### src/design/aud_ctrl_pkg.sv
package aud_ctrl_pkg;

	// state register width
	localparam int STATE_W = 3;

	// speed factor field, 0 means normal speed
	localparam int FACTOR_W = 3;

	// controller states
	typedef enum logic [STATE_W-1:0] {
		S_STOP,
		S_RECD,
		S_RECD_PAUSE,
		S_PLAY,
		S_PLAY_PAUSE
	} ctrl_state_e;

	// raw key levels, acted on at release
	typedef struct packed {
		logic rec;
		logic play;
		logic stop;
	} key_s;

	// only the active states count, pauses read as idle
	typedef struct packed {
		logic recording;
		logic playing;
	} status_s;

	// slow=0 skips factor samples per frame
	// slow=1 holds each sample for factor+1 frames
	typedef struct packed {
		logic                slow;
		logic [FACTOR_W-1:0] factor;
	} speed_s;

	// enables are levels, restarts are one-cycle pulses
	typedef struct packed {
		logic rec_en;
		logic play_en;
		logic rec_restart;
		logic play_restart;
	} ctrl_cmd_s;

endpackage

### src/design/aud_data_pkg.sv
package aud_data_pkg;

	// codec word, left channel only
	localparam int SAMPLE_W = 16;

	// external SRAM depth is 1M words
	localparam int ADDR_W = 20;

	// counts the bits of one word on the I2S line
	localparam int BIT_CNT_W = $clog2(SAMPLE_W);

	// one SRAM access per cycle
	// we_n low writes wdata at addr, otherwise addr selects the read word
	typedef struct packed {
		logic                we_n;
		logic [ADDR_W-1:0]   addr;
		logic [SAMPLE_W-1:0] wdata;
	} sram_req_s;

endpackage

### src/design/aud_ctrl_fsm.sv
`timescale 1ns/1ps

module aud_ctrl_fsm (
	input  logic                    i_AUD_BCLK,
	input  logic                    i_rst_n,
	input  aud_ctrl_pkg::key_s      i_keys,
	input  logic                    i_play_done,
	output aud_ctrl_pkg::ctrl_cmd_s o_cmd,
	output aud_ctrl_pkg::status_s   o_status
);

	import aud_ctrl_pkg::*;

	ctrl_state_e state_r, state_w;
	key_s        keys_r;
	key_s        rel;
	status_s     status_r, status_w;
	logic        rec_restart;
	logic        play_restart;

	// released means high last cycle and low now
	assign rel.rec  = keys_r.rec & ~i_keys.rec;
	assign rel.play = keys_r.play & ~i_keys.play;
	assign rel.stop = keys_r.stop & ~i_keys.stop;

	always_comb begin
		state_w      = state_r;
		rec_restart  = 1'b0;
		play_restart = 1'b0;
		case (state_r)
			S_STOP: begin
				if (rel.rec) begin
					state_w     = S_RECD;
					rec_restart = 1'b1;
				end else if (rel.play) begin
					state_w      = S_PLAY;
					play_restart = 1'b1;
				end
			end
			S_RECD: begin
				if (rel.stop) begin
					state_w = S_STOP;
				end else if (rel.rec) begin
					state_w = S_RECD_PAUSE;
				end
			end
			S_RECD_PAUSE: begin
				if (rel.stop) begin
					state_w = S_STOP;
				end else if (rel.rec) begin
					state_w = S_RECD;
				end
			end
			S_PLAY: begin
				// end of recording behaves like stop
				if (rel.stop || i_play_done) begin
					state_w = S_STOP;
				end else if (rel.play) begin
					state_w = S_PLAY_PAUSE;
				end
			end
			S_PLAY_PAUSE: begin
				if (rel.stop) begin
					state_w = S_STOP;
				end else if (rel.play) begin
					state_w = S_PLAY;
				end
			end
			default: begin
				state_w = S_STOP;
			end
		endcase
	end

	// decoded from the next state so status lines up with state_r
	always_comb begin
		status_w.recording = (state_w == S_RECD);
		status_w.playing   = (state_w == S_PLAY);
	end

	always_ff @(posedge i_AUD_BCLK or posedge i_rst_n) begin
		if (i_rst_n) begin
			state_r  <= S_STOP;
			keys_r   <= '0;
			status_r <= '0;
		end else begin
			state_r  <= state_w;
			keys_r   <= i_keys;
			status_r <= status_w;
		end
	end

	// restarts fire with the transition so the counter is cleared on entry
	always_comb begin
		o_cmd.rec_en       = (state_r == S_RECD);
		o_cmd.play_en      = (state_r == S_PLAY);
		o_cmd.rec_restart  = rec_restart;
		o_cmd.play_restart = play_restart;
	end

	assign o_status = status_r;

endmodule

### src/design/aud_addr_counter.sv
`timescale 1ns/1ps

module aud_addr_counter (
	input  logic                            i_AUD_BCLK,
	input  logic                            i_rst_n,
	input  aud_ctrl_pkg::ctrl_cmd_s         i_cmd,
	input  aud_ctrl_pkg::speed_s            i_speed,
	input  logic                            i_sample_valid,
	input  logic                            i_frame_start,
	output logic [aud_data_pkg::ADDR_W-1:0] o_rec_addr,
	output logic [aud_data_pkg::ADDR_W-1:0] o_play_addr,
	output logic                            o_play_done
);

	import aud_ctrl_pkg::*;
	import aud_data_pkg::*;

	logic [ADDR_W-1:0]   rec_addr_r;
	logic [ADDR_W-1:0]   rec_len_r;
	logic [ADDR_W-1:0]   play_addr_r;
	logic [FACTOR_W-1:0] rep_cnt_r;
	logic                rec_en_r;
	logic                play_done_r;
	logic                step;
	logic [ADDR_W:0]     incr;
	logic [ADDR_W:0]     next_addr;

	// slow mode moves only once the word has been held factor+1 frames
	assign step = ~i_speed.slow | (rep_cnt_r >= i_speed.factor);

	// one extra bit so the end check survives a large fast step
	assign incr = i_speed.slow ? {{ADDR_W{1'b0}}, step}
		: {{(ADDR_W + 1 - FACTOR_W){1'b0}}, i_speed.factor} + 1'b1;
	assign next_addr = {1'b0, play_addr_r} + incr;

	always_ff @(posedge i_AUD_BCLK or posedge i_rst_n) begin
		if (i_rst_n) begin
			rec_addr_r  <= '0;
			rec_len_r   <= '0;
			play_addr_r <= '0;
			rep_cnt_r   <= '0;
			rec_en_r    <= 1'b0;
			play_done_r <= 1'b0;
		end else begin
			rec_en_r    <= i_cmd.rec_en;
			play_done_r <= 1'b0;
			if (i_cmd.rec_restart) begin
				rec_addr_r <= '0;
			end else if (i_cmd.rec_en && i_sample_valid) begin
				rec_addr_r <= rec_addr_r + 1'b1;
			end
			// no writes while paused, so the last fall of rec_en gives the length
			if (rec_en_r && !i_cmd.rec_en) begin
				rec_len_r <= rec_addr_r;
			end
			if (i_cmd.play_restart) begin
				play_addr_r <= '0;
				rep_cnt_r   <= '0;
			end else if (i_cmd.play_en && i_frame_start) begin
				if (next_addr >= {1'b0, rec_len_r}) begin
					play_done_r <= 1'b1;
				end else begin
					play_addr_r <= next_addr[ADDR_W-1:0];
					rep_cnt_r   <= step ? '0 : rep_cnt_r + 1'b1;
				end
			end
		end
	end

	assign o_rec_addr  = rec_addr_r;
	assign o_play_addr = play_addr_r;
	assign o_play_done = play_done_r;

endmodule

### src/design/i2s_recorder.sv
`timescale 1ns/1ps

module i2s_recorder (
	input  logic                              i_AUD_BCLK,
	input  logic                              i_rst_n,
	input  logic                              i_AUD_ADCLRCK,
	input  logic                              i_AUD_ADCDAT,
	output logic [aud_data_pkg::SAMPLE_W-1:0] o_sample,
	output logic                              o_sample_valid
);

	import aud_data_pkg::*;

	logic                 lrck_r;
	logic                 fall;
	logic                 capture_r;
	logic [BIT_CNT_W-1:0] bit_cnt_r;
	logic [SAMPLE_W-1:0]  shift_r;
	logic                 valid_r;

	// left half starts at the LRCK falling edge
	assign fall = lrck_r & ~i_AUD_ADCLRCK;

	always_ff @(posedge i_AUD_BCLK or posedge i_rst_n) begin
		if (i_rst_n) begin
			lrck_r    <= 1'b0;
			capture_r <= 1'b0;
			bit_cnt_r <= '0;
			valid_r   <= 1'b0;
		end else begin
			lrck_r  <= i_AUD_ADCLRCK;
			valid_r <= 1'b0;
			if (fall) begin
				// MSB comes on the next edge
				capture_r <= 1'b1;
				bit_cnt_r <= '0;
			end else if (capture_r) begin
				bit_cnt_r <= bit_cnt_r + 1'b1;
				if (bit_cnt_r == BIT_CNT_W'(SAMPLE_W - 1)) begin
					capture_r <= 1'b0;
					valid_r   <= 1'b1;
				end
			end
		end
	end

	// right channel bits fall outside the capture window
	always_ff @(posedge i_AUD_BCLK) begin
		if (capture_r) begin
			shift_r <= {shift_r[SAMPLE_W-2:0], i_AUD_ADCDAT};
		end
	end

	// word stays put until the next left half begins
	assign o_sample       = shift_r;
	assign o_sample_valid = valid_r;

endmodule

### src/design/i2s_player.sv
`timescale 1ns/1ps

module i2s_player (
	input  logic                              i_AUD_BCLK,
	input  logic                              i_rst_n,
	input  logic                              i_AUD_DACLRCK,
	input  logic                              i_en,
	input  logic [aud_data_pkg::SAMPLE_W-1:0] i_sram_rdata,
	output logic                              o_frame_start,
	output logic                              o_AUD_DACDAT
);

	import aud_data_pkg::*;

	logic                 lrck_r;
	logic                 fall;
	logic                 active_r;
	logic [BIT_CNT_W-1:0] bit_cnt_r;
	logic [SAMPLE_W-1:0]  shift_r;

	assign fall          = lrck_r & ~i_AUD_DACLRCK;
	assign o_frame_start = fall;

	always_ff @(posedge i_AUD_BCLK or posedge i_rst_n) begin
		if (i_rst_n) begin
			lrck_r    <= 1'b0;
			active_r  <= 1'b0;
			bit_cnt_r <= '0;
		end else begin
			lrck_r <= i_AUD_DACLRCK;
			if (fall) begin
				active_r  <= 1'b1;
				bit_cnt_r <= '0;
			end else if (active_r) begin
				bit_cnt_r <= bit_cnt_r + 1'b1;
				if (bit_cnt_r == BIT_CNT_W'(SAMPLE_W - 1)) begin
					active_r <= 1'b0;
				end
			end
		end
	end

	// silence when not playing, the SRAM word is ignored
	always_ff @(posedge i_AUD_BCLK) begin
		if (fall) begin
			shift_r <= i_en ? i_sram_rdata : '0;
		end else if (active_r) begin
			shift_r <= {shift_r[SAMPLE_W-2:0], 1'b0};
		end
	end

	// MSB first, line held low outside the 16 data cycles
	assign o_AUD_DACDAT = active_r & shift_r[SAMPLE_W-1];

endmodule

### src/design/aud_core_top.sv
`timescale 1ns/1ps

module aud_core_top (
	input  logic                              i_AUD_BCLK,
	input  logic                              i_rst_n,
	input  aud_ctrl_pkg::key_s                i_keys,
	input  aud_ctrl_pkg::speed_s              i_speed,
	input  logic                              i_AUD_ADCLRCK,
	input  logic                              i_AUD_ADCDAT,
	input  logic                              i_AUD_DACLRCK,
	input  logic [aud_data_pkg::SAMPLE_W-1:0] i_sram_rdata,
	output aud_data_pkg::sram_req_s           o_sram,
	output logic                              o_AUD_DACDAT,
	output aud_ctrl_pkg::status_s             o_status
);

	import aud_ctrl_pkg::*;
	import aud_data_pkg::*;

	ctrl_cmd_s           cmd;
	logic                play_done;
	logic [SAMPLE_W-1:0] sample;
	logic                sample_valid;
	logic                frame_start;
	logic [ADDR_W-1:0]   rec_addr;
	logic [ADDR_W-1:0]   play_addr;

	aud_ctrl_fsm u_fsm (
		.i_AUD_BCLK  (i_AUD_BCLK),
		.i_rst_n     (i_rst_n),
		.i_keys      (i_keys),
		.i_play_done (play_done),
		.o_cmd       (cmd),
		.o_status    (o_status)
	);

	aud_addr_counter u_counter (
		.i_AUD_BCLK     (i_AUD_BCLK),
		.i_rst_n        (i_rst_n),
		.i_cmd          (cmd),
		.i_speed        (i_speed),
		.i_sample_valid (sample_valid),
		.i_frame_start  (frame_start),
		.o_rec_addr     (rec_addr),
		.o_play_addr    (play_addr),
		.o_play_done    (play_done)
	);

	i2s_recorder u_recorder (
		.i_AUD_BCLK     (i_AUD_BCLK),
		.i_rst_n        (i_rst_n),
		.i_AUD_ADCLRCK  (i_AUD_ADCLRCK),
		.i_AUD_ADCDAT   (i_AUD_ADCDAT),
		.o_sample       (sample),
		.o_sample_valid (sample_valid)
	);

	i2s_player u_player (
		.i_AUD_BCLK    (i_AUD_BCLK),
		.i_rst_n       (i_rst_n),
		.i_AUD_DACLRCK (i_AUD_DACLRCK),
		.i_en          (cmd.play_en),
		.i_sram_rdata  (i_sram_rdata),
		.o_frame_start (frame_start),
		.o_AUD_DACDAT  (o_AUD_DACDAT)
	);

	// write strobe only on the valid cycle, the read address otherwise
	assign o_sram.we_n  = ~(cmd.rec_en & sample_valid);
	assign o_sram.addr  = cmd.rec_en ? rec_addr : play_addr;
	assign o_sram.wdata = sample;

endmodule

### config.mk
export PLATFORM = sky130hd
export DESIGN_NAME = aud_core_top
export DESIGN_NICKNAME = d
export VERILOG_FILES = /design/src/design/aud_ctrl_pkg.sv /design/src/design/aud_data_pkg.sv /design/src/design/aud_ctrl_fsm.sv /design/src/design/aud_addr_counter.sv /design/src/design/i2s_recorder.sv /design/src/design/i2s_player.sv /design/src/design/aud_core_top.sv
export SDC_FILE = /design/constraint.sdc
export NUM_CORES = 1
export LEC_CHECK = 0
export BUFFER_PORTS_ARGS = -buffer_cell sky130_fd_sc_hd__buf_2
export CAP_MARGIN = 5
export CELL_PAD_IN_SITES_DETAIL_PLACEMENT = 1
export CELL_PAD_IN_SITES_GLOBAL_PLACEMENT = 2
export CORE_ASPECT_RATIO = 1.4
export CORE_MARGIN = 8
export CORE_UTILIZATION = 36
export DETAILED_ROUTE_END_ITERATION = 8
export PLACE_DENSITY_LB_ADDON = 0.1
export SYNTH_ARGS = -nofsm -noshare
export SYNTH_HDL_FRONTEND = slang
export SYNTH_SLANG_ARGS = --single-unit
### constraint.sdc
create_clock -name i_AUD_BCLK -period 4.19 [get_ports i_AUD_BCLK]
set_input_delay 0.838 -clock i_AUD_BCLK [delete_from_list [all_inputs] [get_ports i_AUD_BCLK]]
set_output_delay 0.838 -clock i_AUD_BCLK [all_outputs]
set_load 0.01 [all_outputs]
### Word level (Yosys, flattened, before mapping)

Cells that the tools add are included.

| storage, ports and cells | value |
|---|---|
| output and inout bits | 40 |
| input port bits | 28 |
| bits in registers | 118 |
| word-level logic and storage cells | 109 |

| operators by class | value |
|---|---|
| reduce and logical (&&, ||, !) cells | 11 |
| $lt $le $gt $ge | 2 |
| eq/ne operators | 9 |
| $add $sub $neg | 6 |
| bitwise gates (word level) | 15 |
| multiplexer cells | 45 |

Operator list:

| kind | count |
|---|---|
| 20-bit two-way mux | 6 |
| 16-bit two-way mux | 3 |
| 3-bit two-way mux | 13 |
| 20-bit by 21-bit adder with 21-bit output | 1 |
| 21-bit by 20-bit >= comparator with 1-bit output | 1 |
| 21-bit two-way mux | 1 |
| 20-bit by 1-bit adder with 20-bit output (second input constant) | 1 |
| 1-bit two-way mux | 17 |
| 4-bit two-way mux | 4 |
| 3-bit case mux with 5 select lines | 1 |
| 3-bit by 2-bit == test with 1-bit output (second input constant) | 3 |
| 4-bit by 1-bit adder with 4-bit output (second input constant) | 2 |
| 4-bit == test (second input constant) | 2 |
| 2-bit nonzero test | 4 |
| 1-bit AND | 7 |
| 1-bit inverter | 7 |
| 3-bit by 1-bit == test with 1-bit output (second input constant) | 2 |
| 3-bit by 1-bit adder with 4-bit output (second input constant) | 1 |
| 3-bit by 1-bit adder with 3-bit output (second input constant) | 1 |
| 3-bit == test (second input constant) | 1 |
| 3-bit >= comparator | 1 |
| 1-bit logical AND | 3 |
| 3-bit logical NOT | 1 |
| 2-bit inequality test (second input constant) | 1 |
| 4 further kinds | 4 |

### Depth between registers and ports, before layout

| depth | value |
|---|---|
| depth after elaboration | 8 |
| depth in mapped cells | 23 |
| depth with buffers taken out | 21 |

### Modules after synthesis

From an unflattened synthesis, not the netlist that was laid out.

| second synthesis, totals | value |
|---|---|
| cell total of the unflattened synthesis | 556 |
| area total of the unflattened synthesis | 6314.8 µm² |

By module, submodules not included:

| module | cells each | area an instance (µm²) | seq. area each (µm²) | times used |
|---|---|---|---|---|
| aud_addr_counter | 361 | 3803.6 | 1626.6 | 1 |
| i2s_player | 93 | 1006.0 | 630.6 | 1 |
| i2s_recorder | 39 | 764.5 | 655.6 | 1 |
| aud_ctrl_fsm | 40 | 417.9 | 200.2 | 1 |
| aud_core_top | 23 | 322.8 | 0.0 | 1 |

### Worst setup path before layout

Ideal clock, no wire load.

| timing | value |
|---|---|
| path kind | in2reg |
| start point | in i_speed[1] (netlist name) |
| end point | reg u_counter.play_addr_r[17], in the netlist u_counter.o_play_addr[17] |
| arrival | 4.773 ns |
| slack | -0.708 ns |
| setup time | 0.125 ns |
| path buffers | 2 |
| stages | 22 |
| required time | 4.065 ns |
| cell sequence | inv_1 ha_1 a21boi_0 o21ai_0 and3b_1 nor2_1 ha_1 fa_1 a211oi_1 nor2_1 and2_1 nand3_1 xnor2_1 ha_1 nand4_1 or3_1 a221oi_2 o41ai_4 and2_4 buf_6 buf_12 mux2_4 |

| on the way | value |
|---|---|
| longest elaborated chain between the ends | 7 |
| elaborated cells on any way between the ends | 11 |
| those cells by class | 2 x add/sub; 2 x order compare; 1 x eq/ne; 4 x mux; 1 x bitwise; 1 x reduce/logical |

Ends and longest elaborated chain:

| element | line | RTL |
|---|---|---|
| start: declaration | aud_core_top.sv:7 | `input aud_ctrl_pkg::speed_s i_speed,` |
| 3-bit >= comparator | aud_addr_counter.sv:29 | `assign step = ~i_speed.slow \| (rep_cnt_r >= i_speed.factor);` |
| 1-bit OR | aud_addr_counter.sv:29 |  |
| 21-bit two-way mux * | aud_addr_counter.sv:32 | `assign incr = i_speed.slow ? {{ADDR_W{1'b0}}, step}` |
| 20-bit by 21-bit adder with 21-bit output * | aud_addr_counter.sv:34 | `assign next_addr = {1'b0, play_addr_r} + incr;` |
| 21-bit by 20-bit >= comparator with 1-bit output / 20-bit two-way mux (equally long branches) | aud_addr_counter.sv:60 | `if (next_addr >= {1'b0, rec_len_r}) begin` |
| 2-bit inequality test (no source line) / 20-bit two-way mux (equally long branches) | n/a |  |
| 2-bit AND reduction (no source line) / 20-bit two-way mux (equally long branches) | n/a |  |
| end signal: assignment | aud_addr_counter.sv:63 | `play_addr_r <= next_addr[ADDR_W-1:0];` |
| end: declaration | aud_addr_counter.sv:20 | `logic [ADDR_W-1:0] play_addr_r;` |

Every way passes the cells marked *; elsewhere a longest branch is shown, timed or not. The select of a mux whose other input is x is not followed.
A chain may end at the register's enable or synchronous reset.

### Worst setup path after layout

| timing | value |
|---|---|
| start point | in i_speed[1] (netlist name) |
| end point | reg u_counter.play_addr_r[14], in the netlist u_counter.o_play_addr[14] |

Same word-level chain as after synthesis.

==> impl_metrics.json <==
{
  "end_kind": "flop",
  "cp_cell_sequence": "buf_8, inv_8, ha_4, a21boi_2, o21ai_1, and3b_2, nor2_2, ha_4, fa_2, a211oi_2, nor2_2, and2_4, nand3_2, xnor2_2, ha_1, nand4_1, or3_4, a221oi_4, o41ai_4, and2_4, buf_12, mux2_4",
  "clock_latency_ns": 0.42,
  "failed_checks": "setup timing",
  "wl_per_cell_um": 17.9,
  "synth_top_area_share_pct": 34.4,
  "synth_xor_area_share_pct": 5.46,
  "io_pins": 68,
  "ys.flop_type": "dfrtp_1",
  "skew_ns": 0.00675,
  "sw_frac_of_total_pct": 32.1,
  "p_seq_share_pct": 37.8,
  "fin_setup_tns_ns": -6.10,
  "ir_worst_vdd_mv": 0.282,
  "finalHoldViolations": 0,
  "viasPerCell": 5.02,
  "cpPeakStageDelay_ns": 0.44,
  "cts.sink_count": 118,
  "ys_types": 52,
  "p_clk_share_pct": 34.0,
  "dp_hpwl_mm": 12.1,
  "fillCellCount": 1875,
  "cts_tree": "built",
  "cpLargestDelayFamily": "simple AND/OR/NAND/NOR gates",
  "synth_top_area_cell": "dfrtp_1",
  "grt_use_total_pct": 16.2,
  "overflow": 0,
  "first_global_vias": 5280,
  "synth_compound_area_share_pct": 8.18,
  "place_ws_ns": -0.918,
  "synth_area_mm2": 0.00626,
  "yosys.area_share.simple_pct": 15.2,
  "die_y_um": 172,
  "clkTransAtPathRegs_ns": 0.06,
  "synth-edff-count": 32,
  "crit_slowest_cell": "or3_4",
  "drt_iter0_markers": 165,
  "drive_above_1_share_pct": 35.9,
  "slew_violations": 0,
  "max_cap_viol_count": 0,
  "startpoint_type": "input pin",
  "syn_nets": 608,
  "syn_inst": 547,
  "cts_made_buffers": 17,
  "worstMarginPinSlew_ns": 0.838,
  "cts_max_level": 4,
  "synth_top_family_by_area": "simple AND/OR/NAND/NOR gates",
  "wl_mm": 16.3,
  "port_buffers": 67,
  "syn_area_per_cell_um2": 11.4,
  "yosys-mux-area-fraction_pct": 11.1,
  "required_ns": 4.49,
  "async_flop_share_pct": 72.9,
  "grt_max_degree": 37,
  "cts_root_buf": "clkbuf_16",
  "p_comb_share_pct": 28.2,
  "die_w_um": 127,
  "timing.critical_path.fanout_max": 8,
  "globalplace.congestion": 0.756,
  "ys_seq_elements": 118,
  "yosys_warnings": 0,
  "setup-violations-final": 23,
  "status": "finished, violations left",
  "holdPathStages": 0,
  "reg2reg_depth": 22,
  "power.density_mw_per_mm2": 519,
  "syn2layout_area_growth_pct": 27.2,
  "grt_pass1_wl_mm": 27.5,
  "dieArea_mm2": 0.0219,
  "first_pass_iters": 4,
  "ys_seq_area_share_pct": 49.7,
  "max-clock-path-buffers": 2,
  "drc_errors": 0,
  "synth_area_leaders": "dfrtp_1, edfxtp_1, mux2_2",
  "p_int_w": 0.00281,
  "rows": 57,
  "fin_nets": 723,
  "ant_nets": 0,
  "leakage_nw": 3.73,
  "rsz0062_at_grt": "yes",
  "coreArea_mm2": 0.0172,
  "fin_crit_sh_pct": 107,
  "antenna_found_initial": 0,
  "clock.fmax_ghz": 0.223,
  "period_needed_ns": 4.49,
  "antennaDiodeCount": 0,
  "hp-class": "reg -> reg",
  "path_class": "in -> reg",
  "switching_power_w": 0.00133,
  "crit_arrival_ns": 4.79,
  "finalWorstSetupSlack_ns": -0.300,
  "start_util_pct": 36.4,
  "num_vias": 4575,
  "slew_headroom_pct": 44.2,
  "synth_fa_ha_area_share_pct": 6.72,
  "worst-path-stages": 22,
  "path_buf_inv": 3
}
layout make-up:
cell class,instances,area [um2],area share (%)
flip-flops and latches,118,3110,39.1
multi-input cells,377,3100,39.0
clock inverters,14,139,1.74
clock buffers,18,429,5.39
repair buffers,116,756,9.49
inverters,32,129,1.62
well taps,236,295,3.71
layer usage:
metal | vias to the layer above | share of wire [%] | global-route usage [%]
met3 | 22 | 3.0 | 3.67
met1 | 2311 | 39 | 17.3
met2 | 65 | 56 | 30.9
li1 | 2177 | - | -
met4 | 0 | 1.7 | 5.29
met5 | - | 0 | 0
path summary, 6_finish.rpt:
path | from | endpoint | slack, ns
setup / recovery | i_speed[1] | u_counter.o_play_addr[14] | -0.30
hold / removal | u_recorder.o_sample[12] | u_recorder.o_sample[13] | 0.45
setup reg to reg | u_counter.rep_cnt_r[0] | u_counter.o_play_addr[14] | -0.18
hold reg to reg | u_recorder.o_sample[12] | u_recorder.o_sample[13] | 0.45
max in group asynchronous | i_rst_n | u_counter.o_play_addr[15] | 2.84
min in group asynchronous | i_rst_n | u_fsm.keys_r[2] | 0.49
per-stage QoR:
step / hold slack [ns] / cells / instance area (um2) / total power, W / util, %
finish: 0.446 / 911 / 7960 / 0.00414 / 46.3
global route: 0.455 / 911 / 7960 / 0.00440 / 46.3
CTS: 0.448 / 908 / 7900 / 0.00420 / 45.9
detailed placement: 0.436 / 873 / 7220 / 0.00269 / 42.0
global placement: 0.423 / 873 / 7220 / 0.00265 / 42.0
floorplan: 0.450 / 547 / 6340 / 0.00225 / -
registers in the layout (all words and copies together) (netlist names):
signal / count
u_player.lrck_r: 1
u_recorder.o_sample: 16
u_player.bit_cnt_r: 4
u_recorder.o_sample_valid: 1
u_player.active_r: 1
u_counter.o_play_done: 1
u_recorder.bit_cnt_r: 4
u_counter.rec_len_r: 20
u_recorder.lrck_r: 1
u_player.shift_r: 16
u_counter.o_rec_addr: 20
u_counter.o_play_addr: 20
u_counter.rep_cnt_r: 3
u_counter.rec_en_r: 1
u_fsm.state_r: 3
u_recorder.capture_r: 1
u_fsm.o_status: 2
u_fsm.keys_r: 3
what timing repair did:
action	CTS	global route
buffers inserted	4	4
resized for setup	19	8
hold buffers	0	0
pin swaps	18	11
setup endpoints to repair	24	24
cloned	0	0
synth_stat cells, types with 2 or more instances:
master and number:
and2_4 2, and3_1 7, ha_1 32, mux2_4 15, or2_2 2, a21boi_0 3, nand4_1 13, a21oi_1 14
and4_1 7, and4_4 2, clkbuf_1 15, nand2b_1 6, inv_1 31, edfxtp_1 32, nor2b_1 11, a22o_1 15
o21ai_0 17, nor4_1 2, o21bai_1 2, nor3_1 5, and2_1 21, buf_6 2, o22ai_1 2, a21o_1 6
a22oi_1 2, mux2i_1 3, buf_2 2, dfrtp_1 86, nor2_1 37, nand3_1 16, nand2_1 33, xor2_1 15
or3_1 7, xnor2_1 24, nor3b_1 3, mux2_2 39
placed cells by master (no fill, tap or decap), drive strengths merged, types with 2 or more instances in the layout:
| cell type | synthesis | routed |
|---|---|---|
| a21boi | 3 | 3 |
| a21o | 6 | 6 |
| a21oi | 14 | 14 |
| a22o | 15 | 15 |
| a22oi | 2 | 2 |
| and2 | 23 | 23 |
| and3 | 7 | 7 |
| and4 | 9 | 9 |
| buf | 5 | 116 |
| clkbuf | 15 | 18 |
| clkinv | 0 | 3 |
| clkinvlp | 0 | 4 |
| dfrtp | 86 | 86 |
| edfxtp | 32 | 32 |
| ha | 32 | 32 |
| inv | 32 | 38 |
| mux2 | 54 | 54 |
| mux2i | 3 | 3 |
| nand2 | 33 | 33 |
| nand2b | 6 | 6 |
| nand3 | 16 | 16 |
| nand4 | 13 | 13 |
| nor2 | 37 | 37 |
| nor2b | 11 | 11 |
| nor3 | 5 | 5 |
| nor3b | 3 | 3 |
| nor4 | 2 | 2 |
| o21ai | 18 | 18 |
| o21bai | 2 | 2 |
| o22ai | 2 | 2 |
| or2 | 2 | 2 |
| or3 | 7 | 7 |
| xnor2 | 24 | 24 |
| xor2 | 15 | 15 |
logic make-up after synthesis:
family,after synthesis
simple gates,177
compound gates,71
xor+xnor,39
fa+ha+maj,33
buf+inv,52
mux,57
flops,118
power groups by stage:
stage | logic [W] | clock network, W | registers (W)
final | 0.00116 | 0.00141 | 0.00157
after global routing | 0.00131 | 0.00150 | 0.00160
after CTS | 0.00119 | 0.00145 | 0.00157
after detailed placement | 0.00111 | 0 | 0.00159
after global placement | 0.00108 | 0 | 0.00157
after floorplan | 0.000693 | 0 | 0.00156
Note: power is estimated with default switching activity, not from simulation.
